[src/hdl/lc3b_isa_pkg.sv]
package lc3b_isa_pkg;

	localparam int word_width = 16;
	localparam int reg_count = 8;
	localparam int reg_idx_width = 3;

	// LC-3b encodings, only the four kept opcodes
	typedef enum logic [3:0]
	{
		op_add = 4'b0001,
		op_and = 4'b0101,
		op_not = 4'b1001,
		op_lea = 4'b1110
	} lc3b_opcode;

	// Instruction field positions
	localparam int op_msb = 15;
	localparam int op_lsb = 12;
	localparam int dest_msb = 11;
	localparam int dest_lsb = 9;
	localparam int sr1_msb = 8;
	localparam int sr1_lsb = 6;
	localparam int sr2_msb = 2;
	localparam int sr2_lsb = 0;
	localparam int imm_flag_bit = 5; // Set for imm5 form
	localparam int imm5_msb = 4;
	localparam int imm5_lsb = 0;
	localparam int off9_msb = 8;
	localparam int off9_lsb = 0;

endpackage

[src/hdl/ooo_pkg.sv]
package ooo_pkg;

	// Reorder buffer
	localparam int rob_depth = 4;
	localparam int tag_width = 2; // Tag is the ROB index
	localparam int count_width = 3; // Holds 0 to rob_depth

	// Reservation stations
	localparam int station_count = 2;

	typedef enum logic [1:0]
	{
		st_free,
		st_wait, // At least one operand pending on the CDB
		st_ready
	} station_state;

endpackage

[src/hdl/issue_control.sv]
module issue_control
(
	input logic [lc3b_isa_pkg::word_width-1:0] instr,
	input logic [lc3b_isa_pkg::word_width-1:0] instr_pc,
	input logic instr_valid,
	input logic rob_full,
	input logic [ooo_pkg::tag_width-1:0] rob_tail,
	input logic [ooo_pkg::station_count-1:0] station_busy,
	input logic sr1_busy,
	input logic [ooo_pkg::tag_width-1:0] sr1_tag,
	input logic [lc3b_isa_pkg::word_width-1:0] sr1_value,
	input logic sr2_busy,
	input logic [ooo_pkg::tag_width-1:0] sr2_tag,
	input logic [lc3b_isa_pkg::word_width-1:0] sr2_value,
	input logic rob_j_done,
	input logic [lc3b_isa_pkg::word_width-1:0] rob_j_value,
	input logic rob_k_done,
	input logic [lc3b_isa_pkg::word_width-1:0] rob_k_value,
	input logic cdb_valid,
	input logic [ooo_pkg::tag_width-1:0] cdb_tag,
	input logic [lc3b_isa_pkg::word_width-1:0] cdb_value,
	output logic instr_ready,
	output logic [lc3b_isa_pkg::reg_idx_width-1:0] sr1,
	output logic [lc3b_isa_pkg::reg_idx_width-1:0] sr2,
	output logic [ooo_pkg::station_count-1:0] rs_write,
	output lc3b_isa_pkg::lc3b_opcode rs_op,
	output logic [lc3b_isa_pkg::word_width-1:0] rs_vj,
	output logic [ooo_pkg::tag_width-1:0] rs_qj,
	output logic rs_j_ready,
	output logic [lc3b_isa_pkg::word_width-1:0] rs_vk,
	output logic [ooo_pkg::tag_width-1:0] rs_qk,
	output logic rs_k_ready,
	output logic [ooo_pkg::tag_width-1:0] rs_tag,
	output logic rob_alloc,
	output logic [lc3b_isa_pkg::reg_idx_width-1:0] rob_dest,
	output logic [lc3b_isa_pkg::word_width-1:0] rob_value,
	output logic rob_done,
	output logic reg_claim,
	output logic [lc3b_isa_pkg::reg_idx_width-1:0] reg_dest,
	output logic [ooo_pkg::tag_width-1:0] reg_tag
);
	lc3b_isa_pkg::lc3b_opcode opcode;
	logic is_alu;
	logic accept;
	logic [ooo_pkg::station_count-1:0] free_onehot;
	logic [lc3b_isa_pkg::word_width-1:0] imm5_sext;
	logic [lc3b_isa_pkg::word_width-1:0] off9_sext;

	assign opcode = lc3b_isa_pkg::lc3b_opcode'(instr[lc3b_isa_pkg::op_msb:lc3b_isa_pkg::op_lsb]);
	assign is_alu = (opcode != lc3b_isa_pkg::op_lea);
	assign sr1 = instr[lc3b_isa_pkg::sr1_msb:lc3b_isa_pkg::sr1_lsb];
	assign sr2 = instr[lc3b_isa_pkg::sr2_msb:lc3b_isa_pkg::sr2_lsb];

	assign imm5_sext = {{(lc3b_isa_pkg::word_width - lc3b_isa_pkg::imm5_msb - 1)
		{instr[lc3b_isa_pkg::imm5_msb]}}, instr[lc3b_isa_pkg::imm5_msb:lc3b_isa_pkg::imm5_lsb]};
	assign off9_sext = {{(lc3b_isa_pkg::word_width - lc3b_isa_pkg::off9_msb - 1)
		{instr[lc3b_isa_pkg::off9_msb]}}, instr[lc3b_isa_pkg::off9_msb:lc3b_isa_pkg::off9_lsb]};

	// Lowest clear bit of the busy vector, zero when all busy
	assign free_onehot = ~station_busy & (station_busy + 1'b1);

	assign instr_ready = !rob_full && (!is_alu || (|free_onehot));
	assign accept = instr_valid && instr_ready;

	assign rs_write = (accept && is_alu) ? free_onehot : '0;
	assign rs_op = opcode;
	assign rs_tag = rob_tail;

	// Operand J from sr1
	always_comb
	begin
		rs_vj = sr1_value;
		rs_qj = sr1_tag;
		rs_j_ready = 1'b1;
		if (sr1_busy)
		begin
			if (cdb_valid && cdb_tag == sr1_tag)
				rs_vj = cdb_value; // Result broadcast this cycle
			else if (rob_j_done)
				rs_vj = rob_j_value;
			else
				rs_j_ready = 1'b0;
		end
	end

	// Operand K from sr2, imm5 or the NOT mask
	always_comb
	begin
		rs_vk = sr2_value;
		rs_qk = sr2_tag;
		rs_k_ready = 1'b1;
		if (opcode == lc3b_isa_pkg::op_not)
			rs_vk = '1;
		else if (instr[lc3b_isa_pkg::imm_flag_bit])
			rs_vk = imm5_sext;
		else if (sr2_busy)
		begin
			if (cdb_valid && cdb_tag == sr2_tag)
				rs_vk = cdb_value;
			else if (rob_k_done)
				rs_vk = rob_k_value;
			else
				rs_k_ready = 1'b0;
		end
	end

	assign rob_alloc = accept;
	assign rob_dest = instr[lc3b_isa_pkg::dest_msb:lc3b_isa_pkg::dest_lsb];
	assign rob_value = instr_pc + {off9_sext[lc3b_isa_pkg::word_width-2:0], 1'b0}; // LEA target
	assign rob_done = !is_alu; // LEA completes at issue

	assign reg_claim = accept;
	assign reg_dest = instr[lc3b_isa_pkg::dest_msb:lc3b_isa_pkg::dest_lsb];
	assign reg_tag = rob_tail;

endmodule

[src/hdl/alu_station.sv]
module alu_station
(
	input logic clk,
	input logic rst,
	input logic [ooo_pkg::station_count-1:0] rs_write,
	input lc3b_isa_pkg::lc3b_opcode rs_op,
	input logic [lc3b_isa_pkg::word_width-1:0] rs_vj,
	input logic [ooo_pkg::tag_width-1:0] rs_qj,
	input logic rs_j_ready,
	input logic [lc3b_isa_pkg::word_width-1:0] rs_vk,
	input logic [ooo_pkg::tag_width-1:0] rs_qk,
	input logic rs_k_ready,
	input logic [ooo_pkg::tag_width-1:0] rs_tag,
	output logic [ooo_pkg::station_count-1:0] station_busy,
	output logic cdb_valid,
	output logic [ooo_pkg::tag_width-1:0] cdb_tag,
	output logic [lc3b_isa_pkg::word_width-1:0] cdb_value
);
	ooo_pkg::station_state state [ooo_pkg::station_count];
	lc3b_isa_pkg::lc3b_opcode op [ooo_pkg::station_count];
	logic [lc3b_isa_pkg::word_width-1:0] vj [ooo_pkg::station_count];
	logic [lc3b_isa_pkg::word_width-1:0] vk [ooo_pkg::station_count];
	logic [ooo_pkg::tag_width-1:0] qj [ooo_pkg::station_count];
	logic [ooo_pkg::tag_width-1:0] qk [ooo_pkg::station_count];
	logic [ooo_pkg::tag_width-1:0] dest [ooo_pkg::station_count];
	logic [ooo_pkg::station_count-1:0] j_ok;
	logic [ooo_pkg::station_count-1:0] k_ok;
	logic [ooo_pkg::station_count-1:0] j_hit;
	logic [ooo_pkg::station_count-1:0] k_hit;
	logic [ooo_pkg::station_count-1:0] ready_vec;
	logic [ooo_pkg::station_count-1:0] pick;
	lc3b_isa_pkg::lc3b_opcode alu_op;
	logic [lc3b_isa_pkg::word_width-1:0] alu_a;
	logic [lc3b_isa_pkg::word_width-1:0] alu_b;
	logic [lc3b_isa_pkg::word_width-1:0] alu_out;
	logic [ooo_pkg::tag_width-1:0] alu_tag;

	always_comb
	begin
		for (int i = 0; i < ooo_pkg::station_count; i++)
		begin
			station_busy[i] = (state[i] != ooo_pkg::st_free);
			ready_vec[i] = (state[i] == ooo_pkg::st_ready);
			j_hit[i] = !j_ok[i] && cdb_valid && (cdb_tag == qj[i]); // Snoop own bus
			k_hit[i] = !k_ok[i] && cdb_valid && (cdb_tag == qk[i]);
		end
	end

	assign pick = ready_vec & (~ready_vec + 1'b1); // Station 0 wins a tie

	always_comb
	begin
		alu_op = op[0];
		alu_a = vj[0];
		alu_b = vk[0];
		alu_tag = dest[0];
		for (int i = 1; i < ooo_pkg::station_count; i++)
		begin
			if (pick[i])
			begin
				alu_op = op[i];
				alu_a = vj[i];
				alu_b = vk[i];
				alu_tag = dest[i];
			end
		end
	end

	always_comb
	begin
		case (alu_op)
			lc3b_isa_pkg::op_and: alu_out = alu_a & alu_b;
			lc3b_isa_pkg::op_not: alu_out = alu_a ^ alu_b; // Vk is all ones
			default: alu_out = alu_a + alu_b; // ADD
		endcase
	end

	always_ff @(posedge clk)
	begin
		if (rst)
		begin
			for (int i = 0; i < ooo_pkg::station_count; i++)
				state[i] <= ooo_pkg::st_free;
			cdb_valid <= 1'b0;
		end
		else
		begin
			for (int i = 0; i < ooo_pkg::station_count; i++)
			begin
				if (rs_write[i])
					state[i] <= (rs_j_ready && rs_k_ready) ? ooo_pkg::st_ready : ooo_pkg::st_wait;
				else if (pick[i])
					state[i] <= ooo_pkg::st_free;
				else if (state[i] == ooo_pkg::st_wait && (j_ok[i] || j_hit[i]) && (k_ok[i] || k_hit[i]))
					state[i] <= ooo_pkg::st_ready;
			end
			cdb_valid <= |pick;
		end
	end

	always_ff @(posedge clk)
	begin
		for (int i = 0; i < ooo_pkg::station_count; i++)
		begin
			if (rs_write[i])
			begin
				op[i] <= rs_op;
				vj[i] <= rs_vj;
				vk[i] <= rs_vk;
				qj[i] <= rs_qj;
				qk[i] <= rs_qk;
				dest[i] <= rs_tag;
				j_ok[i] <= rs_j_ready;
				k_ok[i] <= rs_k_ready;
			end
			else
			begin
				if (j_hit[i])
				begin
					vj[i] <= cdb_value;
					j_ok[i] <= 1'b1;
				end
				if (k_hit[i])
				begin
					vk[i] <= cdb_value;
					k_ok[i] <= 1'b1;
				end
			end
		end
		cdb_tag <= alu_tag;
		cdb_value <= alu_out;
	end

endmodule

[src/hdl/reorder_buffer.sv]
module reorder_buffer
(
	input logic clk,
	input logic rst,
	input logic rob_alloc,
	input logic [lc3b_isa_pkg::reg_idx_width-1:0] rob_dest,
	input logic [lc3b_isa_pkg::word_width-1:0] rob_value,
	input logic rob_done,
	input logic cdb_valid,
	input logic [ooo_pkg::tag_width-1:0] cdb_tag,
	input logic [lc3b_isa_pkg::word_width-1:0] cdb_value,
	input logic [ooo_pkg::tag_width-1:0] j_tag,
	input logic [ooo_pkg::tag_width-1:0] k_tag,
	output logic [ooo_pkg::tag_width-1:0] rob_tail,
	output logic rob_full,
	output logic rob_j_done,
	output logic [lc3b_isa_pkg::word_width-1:0] rob_j_value,
	output logic rob_k_done,
	output logic [lc3b_isa_pkg::word_width-1:0] rob_k_value,
	output logic commit_valid,
	output logic [lc3b_isa_pkg::reg_idx_width-1:0] commit_reg,
	output logic [lc3b_isa_pkg::word_width-1:0] commit_value,
	output logic [ooo_pkg::tag_width-1:0] commit_tag
);
	logic [ooo_pkg::rob_depth-1:0] done;
	logic [lc3b_isa_pkg::reg_idx_width-1:0] dest [ooo_pkg::rob_depth];
	logic [lc3b_isa_pkg::word_width-1:0] value [ooo_pkg::rob_depth];
	logic [ooo_pkg::tag_width-1:0] head;
	logic [ooo_pkg::tag_width-1:0] tail;
	logic [ooo_pkg::count_width-1:0] count;

	assign rob_tail = tail;
	assign rob_full = (count == ooo_pkg::rob_depth);

	// Operand lookups for issue
	assign rob_j_done = done[j_tag];
	assign rob_j_value = value[j_tag];
	assign rob_k_done = done[k_tag];
	assign rob_k_value = value[k_tag];

	// Head retires once it is done
	assign commit_valid = (count != '0) && done[head];
	assign commit_reg = dest[head];
	assign commit_value = value[head];
	assign commit_tag = head;

	always_ff @(posedge clk)
	begin
		if (rst)
		begin
			head <= '0;
			tail <= '0;
			count <= '0;
			done <= '0;
		end
		else
		begin
			if (rob_alloc)
			begin
				tail <= tail + 1'b1;
				done[tail] <= rob_done;
			end
			if (cdb_valid)
				done[cdb_tag] <= 1'b1; // Never the tail entry, that one is free
			if (commit_valid)
				head <= head + 1'b1;
			case ({rob_alloc, commit_valid})
				2'b10: count <= count + 1'b1;
				2'b01: count <= count - 1'b1;
				default: count <= count; // Both or neither
			endcase
		end
	end

	always_ff @(posedge clk)
	begin
		if (rob_alloc)
		begin
			dest[tail] <= rob_dest;
			value[tail] <= rob_value;
		end
		if (cdb_valid)
			value[cdb_tag] <= cdb_value;
	end

endmodule

[src/hdl/register_file.sv]
module register_file
(
	input logic clk,
	input logic rst,
	input logic [lc3b_isa_pkg::reg_idx_width-1:0] sr1,
	input logic [lc3b_isa_pkg::reg_idx_width-1:0] sr2,
	input logic reg_claim,
	input logic [lc3b_isa_pkg::reg_idx_width-1:0] reg_dest,
	input logic [ooo_pkg::tag_width-1:0] reg_tag,
	input logic commit_valid,
	input logic [lc3b_isa_pkg::reg_idx_width-1:0] commit_reg,
	input logic [lc3b_isa_pkg::word_width-1:0] commit_value,
	input logic [ooo_pkg::tag_width-1:0] commit_tag,
	output logic sr1_busy,
	output logic [ooo_pkg::tag_width-1:0] sr1_tag,
	output logic [lc3b_isa_pkg::word_width-1:0] sr1_value,
	output logic sr2_busy,
	output logic [ooo_pkg::tag_width-1:0] sr2_tag,
	output logic [lc3b_isa_pkg::word_width-1:0] sr2_value
);
	logic [lc3b_isa_pkg::word_width-1:0] vals [lc3b_isa_pkg::reg_count];
	logic [ooo_pkg::tag_width-1:0] owner [lc3b_isa_pkg::reg_count];
	logic [lc3b_isa_pkg::reg_count-1:0] busy;
	logic release_ok;

	// Only the latest producer releases, and a same-cycle claim wins
	assign release_ok = commit_valid && (owner[commit_reg] == commit_tag)
		&& !(reg_claim && reg_dest == commit_reg);

	always_ff @(posedge clk)
	begin
		if (rst)
		begin
			for (int i = 0; i < lc3b_isa_pkg::reg_count; i++)
			begin
				vals[i] <= '0;
				owner[i] <= '0;
			end
			busy <= '0;
		end
		else
		begin
			if (commit_valid)
				vals[commit_reg] <= commit_value;
			if (release_ok)
				busy[commit_reg] <= 1'b0;
			if (reg_claim)
			begin
				busy[reg_dest] <= 1'b1;
				owner[reg_dest] <= reg_tag;
			end
		end
	end

	assign sr1_busy = busy[sr1];
	assign sr1_tag = owner[sr1];
	assign sr1_value = vals[sr1];
	assign sr2_busy = busy[sr2];
	assign sr2_tag = owner[sr2];
	assign sr2_value = vals[sr2];

endmodule

[src/hdl/ooo_core.sv]
module ooo_core
(
	input logic clk,
	input logic rst,
	input logic [lc3b_isa_pkg::word_width-1:0] instr,
	input logic [lc3b_isa_pkg::word_width-1:0] instr_pc,
	input logic instr_valid,
	output logic instr_ready,
	output logic commit_valid,
	output logic [lc3b_isa_pkg::reg_idx_width-1:0] commit_reg,
	output logic [lc3b_isa_pkg::word_width-1:0] commit_value
);
	// Issue to station
	logic [ooo_pkg::station_count-1:0] rs_write;
	lc3b_isa_pkg::lc3b_opcode rs_op;
	logic [lc3b_isa_pkg::word_width-1:0] rs_vj;
	logic [lc3b_isa_pkg::word_width-1:0] rs_vk;
	logic [ooo_pkg::tag_width-1:0] rs_qj;
	logic [ooo_pkg::tag_width-1:0] rs_qk;
	logic rs_j_ready;
	logic rs_k_ready;
	logic [ooo_pkg::tag_width-1:0] rs_tag;
	logic [ooo_pkg::station_count-1:0] station_busy;

	// Common data bus
	logic cdb_valid;
	logic [ooo_pkg::tag_width-1:0] cdb_tag;
	logic [lc3b_isa_pkg::word_width-1:0] cdb_value;

	// Issue and ROB
	logic rob_alloc;
	logic [lc3b_isa_pkg::reg_idx_width-1:0] rob_dest;
	logic [lc3b_isa_pkg::word_width-1:0] rob_value;
	logic rob_done;
	logic [ooo_pkg::tag_width-1:0] rob_tail;
	logic rob_full;
	logic rob_j_done;
	logic rob_k_done;
	logic [lc3b_isa_pkg::word_width-1:0] rob_j_value;
	logic [lc3b_isa_pkg::word_width-1:0] rob_k_value;
	logic [ooo_pkg::tag_width-1:0] commit_tag;

	// Register file ports
	logic [lc3b_isa_pkg::reg_idx_width-1:0] sr1;
	logic [lc3b_isa_pkg::reg_idx_width-1:0] sr2;
	logic sr1_busy;
	logic sr2_busy;
	logic [ooo_pkg::tag_width-1:0] sr1_tag;
	logic [ooo_pkg::tag_width-1:0] sr2_tag;
	logic [lc3b_isa_pkg::word_width-1:0] sr1_value;
	logic [lc3b_isa_pkg::word_width-1:0] sr2_value;
	logic reg_claim;
	logic [lc3b_isa_pkg::reg_idx_width-1:0] reg_dest;
	logic [ooo_pkg::tag_width-1:0] reg_tag;

	issue_control u_issue
	(
		.instr(instr), .instr_pc(instr_pc), .instr_valid(instr_valid),
		.rob_full(rob_full), .rob_tail(rob_tail), .station_busy(station_busy),
		.sr1_busy(sr1_busy), .sr1_tag(sr1_tag), .sr1_value(sr1_value),
		.sr2_busy(sr2_busy), .sr2_tag(sr2_tag), .sr2_value(sr2_value),
		.rob_j_done(rob_j_done), .rob_j_value(rob_j_value),
		.rob_k_done(rob_k_done), .rob_k_value(rob_k_value),
		.cdb_valid(cdb_valid), .cdb_tag(cdb_tag), .cdb_value(cdb_value),
		.instr_ready(instr_ready), .sr1(sr1), .sr2(sr2),
		.rs_write(rs_write), .rs_op(rs_op),
		.rs_vj(rs_vj), .rs_qj(rs_qj), .rs_j_ready(rs_j_ready),
		.rs_vk(rs_vk), .rs_qk(rs_qk), .rs_k_ready(rs_k_ready), .rs_tag(rs_tag),
		.rob_alloc(rob_alloc), .rob_dest(rob_dest), .rob_value(rob_value), .rob_done(rob_done),
		.reg_claim(reg_claim), .reg_dest(reg_dest), .reg_tag(reg_tag)
	);

	alu_station u_station
	(
		.clk(clk), .rst(rst),
		.rs_write(rs_write), .rs_op(rs_op),
		.rs_vj(rs_vj), .rs_qj(rs_qj), .rs_j_ready(rs_j_ready),
		.rs_vk(rs_vk), .rs_qk(rs_qk), .rs_k_ready(rs_k_ready), .rs_tag(rs_tag),
		.station_busy(station_busy),
		.cdb_valid(cdb_valid), .cdb_tag(cdb_tag), .cdb_value(cdb_value)
	);

	reorder_buffer u_rob
	(
		.clk(clk), .rst(rst),
		.rob_alloc(rob_alloc), .rob_dest(rob_dest), .rob_value(rob_value), .rob_done(rob_done),
		.cdb_valid(cdb_valid), .cdb_tag(cdb_tag), .cdb_value(cdb_value),
		.j_tag(sr1_tag), .k_tag(sr2_tag), // Lookups follow the register tags
		.rob_tail(rob_tail), .rob_full(rob_full),
		.rob_j_done(rob_j_done), .rob_j_value(rob_j_value),
		.rob_k_done(rob_k_done), .rob_k_value(rob_k_value),
		.commit_valid(commit_valid), .commit_reg(commit_reg),
		.commit_value(commit_value), .commit_tag(commit_tag)
	);

	register_file u_regs
	(
		.clk(clk), .rst(rst), .sr1(sr1), .sr2(sr2),
		.reg_claim(reg_claim), .reg_dest(reg_dest), .reg_tag(reg_tag),
		.commit_valid(commit_valid), .commit_reg(commit_reg),
		.commit_value(commit_value), .commit_tag(commit_tag),
		.sr1_busy(sr1_busy), .sr1_tag(sr1_tag), .sr1_value(sr1_value),
		.sr2_busy(sr2_busy), .sr2_tag(sr2_tag), .sr2_value(sr2_value)
	);

endmodule

[config.mk]
export PLATFORM = sky130hd
export DESIGN_NAME = ooo_core
export DESIGN_NICKNAME = d
export VERILOG_FILES = /design/src/hdl/lc3b_isa_pkg.sv /design/src/hdl/ooo_pkg.sv /design/src/hdl/issue_control.sv /design/src/hdl/alu_station.sv /design/src/hdl/reorder_buffer.sv /design/src/hdl/register_file.sv /design/src/hdl/ooo_core.sv
export SDC_FILE = /design/constraint.sdc
export NUM_CORES = 1
export LEC_CHECK = 0
export BUFFER_PORTS_ARGS = -buffer_cell sky130_fd_sc_hd__buf_4
export CORE_UTILIZATION = 64
export DETAILED_ROUTE_END_ITERATION = 7
export GPL_ROUTABILITY_DRIVEN = 0
export PLACE_DENSITY = 0.93
export SLEW_MARGIN = 30
export SYNTH_ARGS = -nofsm -noshare
export SYNTH_HDL_FRONTEND = slang
export SYNTH_HIERARCHICAL = 1
export SYNTH_SLANG_ARGS = --single-unit
[constraint.sdc]
create_clock -name clk -period 5.2 [get_ports clk]
set_input_delay 1.04 -clock clk [delete_from_list [all_inputs] [get_ports clk]]
set_output_delay 1.04 -clock clk [all_outputs]
set_load 0.005 [all_outputs]
== Word-level counts from Yosys, hierarchy flattened ==
Memory sizes are Yosys's and may differ from the RTL's. A register that Yosys moved wholly into a read port is not among the register bits.
Cells that the tools add are included.

* Shifts and indexed selects: 0
* Multipliers: 0
* Div/mod/pow operators: 0
* Reductions and logical operators: 54
* $lt $le $gt $ge: 13
* Add/sub/neg operators: 8
* Multiplexer cells: 138
* Eq/ne operators: 19
* Bitwise operators: 20

{| class="wikitable"
|+ Operators by type and width
! cell !! count
|-
| $mux 16 || 15
|-
| $mux 1 || 84
|-
| $mux 2 || 17
|-
| $add 16x16->16 || 2
|-
| $pmux 16 s2 || 1
|-
| $logic_and 1x1->1 || 26
|-
| $mux 8 || 3
|-
| $mux 4 || 5
|-
| $and 16x16->16 || 1
|-
| $lt 3x4->1 const B || 4
|-
| $reduce_or 16->1 || 1
|-
| $xor 16x16->16 || 1
|-
| $lt 2x3->1 const B || 5
|-
| $eq 2x2->1 || 7
|-
| $reduce_bool 2->1 || 7
|-
| $reduce_or 2->1 || 6
|-
| $or 1x1->1 || 10
|-
| $add 2x1->2 const B || 4
|-
| $and 8x8->8 || 1
|-
| $eq 4x4->1 const B || 2
|-
| $not 8->8 || 1
|-
| $or 8x8->8 || 1
|-
| $logic_not 1->1 || 7
|-
| $bmux 1 s2 || 3
|-
| 22 further kinds || 38
|}

* Latch bits: 0
* Register bits: 42
* Memories: 11
* Memory bits (writable): 308
* Bits in read-only memories: 0
* Logic and storage cells: 275

{| class="wikitable"
|+ Memory list
! name !! depth !! bits a word !! read ports !! clocked after Yosys merged registers in !! wr ports !! line !! text
|-
| u_regs.vals || 8 || 16 || 2 || 0 || 8 || register_file.sv:21 || <nowiki>logic [lc3b_isa_pkg::word_width-1:0] vals [lc3b_isa_pkg::reg_count];</nowiki>
|-
| u_rob.value || 4 || 16 || 3 || 1 || 2 || reorder_buffer.sv:27 || <nowiki>logic [lc3b_isa_pkg::word_width-1:0] value [ooo_pkg::rob_depth];</nowiki>
|-
| u_station.vj || 2 || 16 || 2 || 0 || 2 || alu_station.sv:21 || <nowiki>logic [lc3b_isa_pkg::word_width-1:0] vj [ooo_pkg::station_count];</nowiki>
|-
| u_station.vk || 2 || 16 || 2 || 0 || 2 || alu_station.sv:22 || <nowiki>logic [lc3b_isa_pkg::word_width-1:0] vk [ooo_pkg::station_count];</nowiki>
|-
| u_regs.owner || 8 || 2 || 3 || 0 || 8 || register_file.sv:22 || <nowiki>logic [ooo_pkg::tag_width-1:0] owner [lc3b_isa_pkg::reg_count];</nowiki>
|-
| u_rob.dest || 4 || 3 || 1 || 1 || 1 || reorder_buffer.sv:26 || <nowiki>logic [lc3b_isa_pkg::reg_idx_width-1:0] dest [ooo_pkg::rob_depth];</nowiki>
|-
| 5 more memories || n/a || n/a || n/a || n/a || n/a || n/a ||
|}

== Depth between registers and ports, before layout ==
* Depth after elaboration: 15
* Depth in mapped cells: 14
* Depth with buffers taken out: 11

== Modules after synthesis ==
Netlist, hierarchy kept.

{| class="wikitable"
|+ By module, submodules not included
! module !! seq. area each (um2) !! times used !! area an instance (um2) !! cells an instance
|-
| register_file || 4,484.3 || 1 || 8,207.9 || 528
|-
| alu_station || 3,133.0 || 1 || 5,761.8 || 429
|-
| reorder_buffer || 2,542.4 || 1 || 4,999.8 || 287
|-
| issue_control || 0.0 || 1 || 1,841.8 || 286
|}

== Worst setup path before layout ==
No wires, ideal clock.

* Path kind: input port to flip-flop
* Start point: input instr[0] in the netlist's numbering
* End point: memory u_station/state[0][0] in the netlist's numbering (data pin)
* Stages: 10
* Path slack: 0.601 ns
* Arrival: 4.392 ns
* Data required time: 4.993 ns
* Buffers on the path: 5
* Path through: buf_4 > buf_2 > buf_2 > mux4_2 > mux2_2 > buf_2 > mux4_2 > buf_1 > or4b_2 > a2111oi_0

{| class="wikitable"
|+ RTL lines
! item !! line !! text
|-
| from (decl) || ooo_core.sv:5 || <nowiki>input logic [lc3b_isa_pkg::word_width-1:0] instr,</nowiki>
|-
| to (decl) || alu_station.sv:19 || <nowiki>ooo_pkg::station_state state [ooo_pkg::station_count];</nowiki>
|}

==> results.md <==
- Final worst path period need: 4130 ps
- Slew margin rel.: 0.341
- Status: finished clean
- Io pins: 56
- Reg area: 10200 um2
- CTS root buffer: clkbuf_16
- Leading area contributor after synthesis: edfxtp_1
- CP arrival: 4410 ps
- Final WL: 55.4 mm
- Clk_skew: 23.9 ps
- Crit. End Element: flip-flop
- Family with the most delay on the worst path: multiplexers
- Synth top area share: 0.449
- Standard-cell rows: 65
- Fill count: 1923
- Final HPWL DP: 36.4 mm
- Top FF cell, synth: edfxtp_1
- Post-CTS Setup Bufs: 0
- Post-synthesis sequential area ratio: 0.488
- Max cap viols: 0
- Final core utilization: 0.706
- Die height: 182 um
- Final nets: 1615
- Crit-path max cell delay: 550 ps
- Pwr/cell area: 449 nW/um2
- DR WL/cell: 27.7 um
- Sequence of cells on the critical path: buf_4, mux4_2, mux2_2, xnor2_1, nand3_1, and3_1, o21ai_0, a31oi_1, mux2_2
- Sink Count: 352
- Most used cell, CP: mux2_2
- Antenna-violating nets left: 0
- Hold/Removal Path Class: reg2reg
- CTS H-tree lvls: 2
- Area delta synth->final: 7.93%
- Max VDD drop: 0.000369 V
- Syn Inst Count: 1530
- Hold-fix buffers, CTS: 0
- Clock latency on the worst-skew pair: 530 ps
- Diodes inserted: 0
- Reg-to-reg slack, setup: 1390 ps
- Area contributors post-synth: edfxtp_1, mux4_2, mux2_2, and2_1, dfxtp_1
- Starting DRT DRC Count: 2204
- Initial Utilization: 0.654
- Ys async rst share: 0
- Via count: 14548
- Fmax: 242 MHz
- Hold Violations, Final: 0
- DIE WIDTH: 182 um
- CP max stage cell: mux2_2
- Vias in the first global route: 14654
- First-pass GRT wire length: 84.9 mm
- Grt total ovfl: 0
- Setup Viol. Count Final: 0
- Largest net degree at the start of global routing: 42
- Number of port buffers: 55
- Netlist cell types: 78
- Avg Synthesized Cell Area: 13.6 um2
- Leak: 8.20 nW
- Period Utilization, post-route: 0.794
- CP bufs+invs: 1
- Die ar.: 33200 um2
- TritonRoute pass-1 iters: 5
- Worst-path clk slew: 60 ps
- Crit-path max FO: 41
- Syn nets: 1603
- CTS Buf Count: 37
- Mapped Area: 20800 um2
- Post-synthesis register bit count: 352
- CTS resizes: 0
- Drt drc: 0
- GRT Overall Usage: 0.341
- Core area: 31800 um2
- Worst endpoint required time: 5480 ps
- Critical Path Source Type: primary input
- Multi-input gate area: 9910 um2
- Via-to-Cell Ratio: 7.26
- Worst-Margin Slew: 987 ps
- Setup TNS Final: 0 ps
- Post-synth top cells: edfxtp_1, mux2_2, and2_1, mux4_2, nand2_1
- Post-synth EDFFs: 311
- Synth Warn #: 6
- CP Class: in2reg
- Share of cells above drive strength 1: 0.318
- CTS tree: yes
- Top-count cell post-synth: edfxtp_1
- Initial antenna violation count: 1
- RSZ-0062 raised after global routing: false
- CTS max path bufs: 3
- Slew Viols, Final: 0
==> metrics by stage <==
stage | std cells | setup slack [ps] | hold slack, ps | total power [mW] | cell area [um2]
after detailed placement | 1937 | 619 | 459 | 7.55 | 21300
after floorplan | 1530 | 601 | 448 | 6.55 | 20800
final | 2003 | 1070 | 470 | 10.1 | 22500
after global placement | 1937 | 711 | 451 | 7.33 | 21300
after global routing | 2003 | 826 | 484 | 10.5 | 22500
after CTS | 2002 | 1100 | 473 | 10.0 | 22400
==> registers in the layout, indices dropped and copies added, names as in the netlist, 8 cells and up, named ones only <==
register             cells
u_regs/vals            128
u_station/cdb_value     16
u_regs/busy              8
u_rob/dest              12
u_station/vk            32
u_station/vj            32
u_station/op             8
u_rob/value             64
u_regs/owner            16
==> kinds of logic after synthesis <==
logic type,count (synthesis),synth area share
XOR/XNOR,30,0.0126
buffers and inverters,145,0.0371
AO/OA/AOI/OAI,188,0.0612
flip-flops,352,0.488
AND/OR/NAND/NOR,417,0.112
adder cells (fa/ha/maj),38,0.0239
multiplexers,360,0.265
==> worst paths after layout <==
check | to | from | cells after the start
min | u_station/cdb_tag[1] | u_station/dest[0][3] | 1
min reg2reg | u_station/cdb_tag[1] | u_station/dest[0][3] | 1
max | u_station/vk[1][1] | instr[1] | 9
max reg2reg | u_station/cdb_value[12] | u_station/state[0][1] | 10
==> power by group <==
group          switching (mW)  leakage (nW)  internal [mW]
Combinational            1.96          4.29           1.53
Sequential              0.465          3.37           3.70
Clock                    1.08         0.530           1.36
==> cells in the final DEF (no fill, tap or decap), types with 9 or more instances in the layout <==
master and n:
edfxtp_1 311, mux2_2 195, and2_1 149, mux4_2 130, buf_4 83, nand2_1 68, nor2_1 61, a21oi_1 55
dfxtp_1 40, clkbuf_16 37, ha_1 35, inv_1 33, nand3_1 31, o21ai_0 29, xnor2_1 25, mux2i_1 25
a31oi_1 20, a221o_1 18, nand2b_1 16, and3_1 13, nor3_1 11, clkbuf_1 9
==> metal layers <==
layer / routed length (um) / vias to the layer above / part of all wire / track usage
li1: - / 5943 / - / -
met1: 19000 / 7166 / 0.34 / 0.431
met2: 26600 / 1196 / 0.48 / 0.553
met3: 6110 / 241 / 0.11 / 0.0617
met4: 3690 / 2 / 0.067 / 0.203
met5: 19 / - / 0.00034 / 0
==> cell type report <==
type / instances / share of cell area
clock buffer: 46 / 0.0427
multi-input combinational: 1033 / 0.441
tap: 435 / 0.0242
sequential: 352 / 0.452
timing repair buffer: 84 / 0.0282
inverter: 34 / 0.00568
clock inverter: 19 / 0.00535
Note: power is estimated with default switching activity, not from simulation.
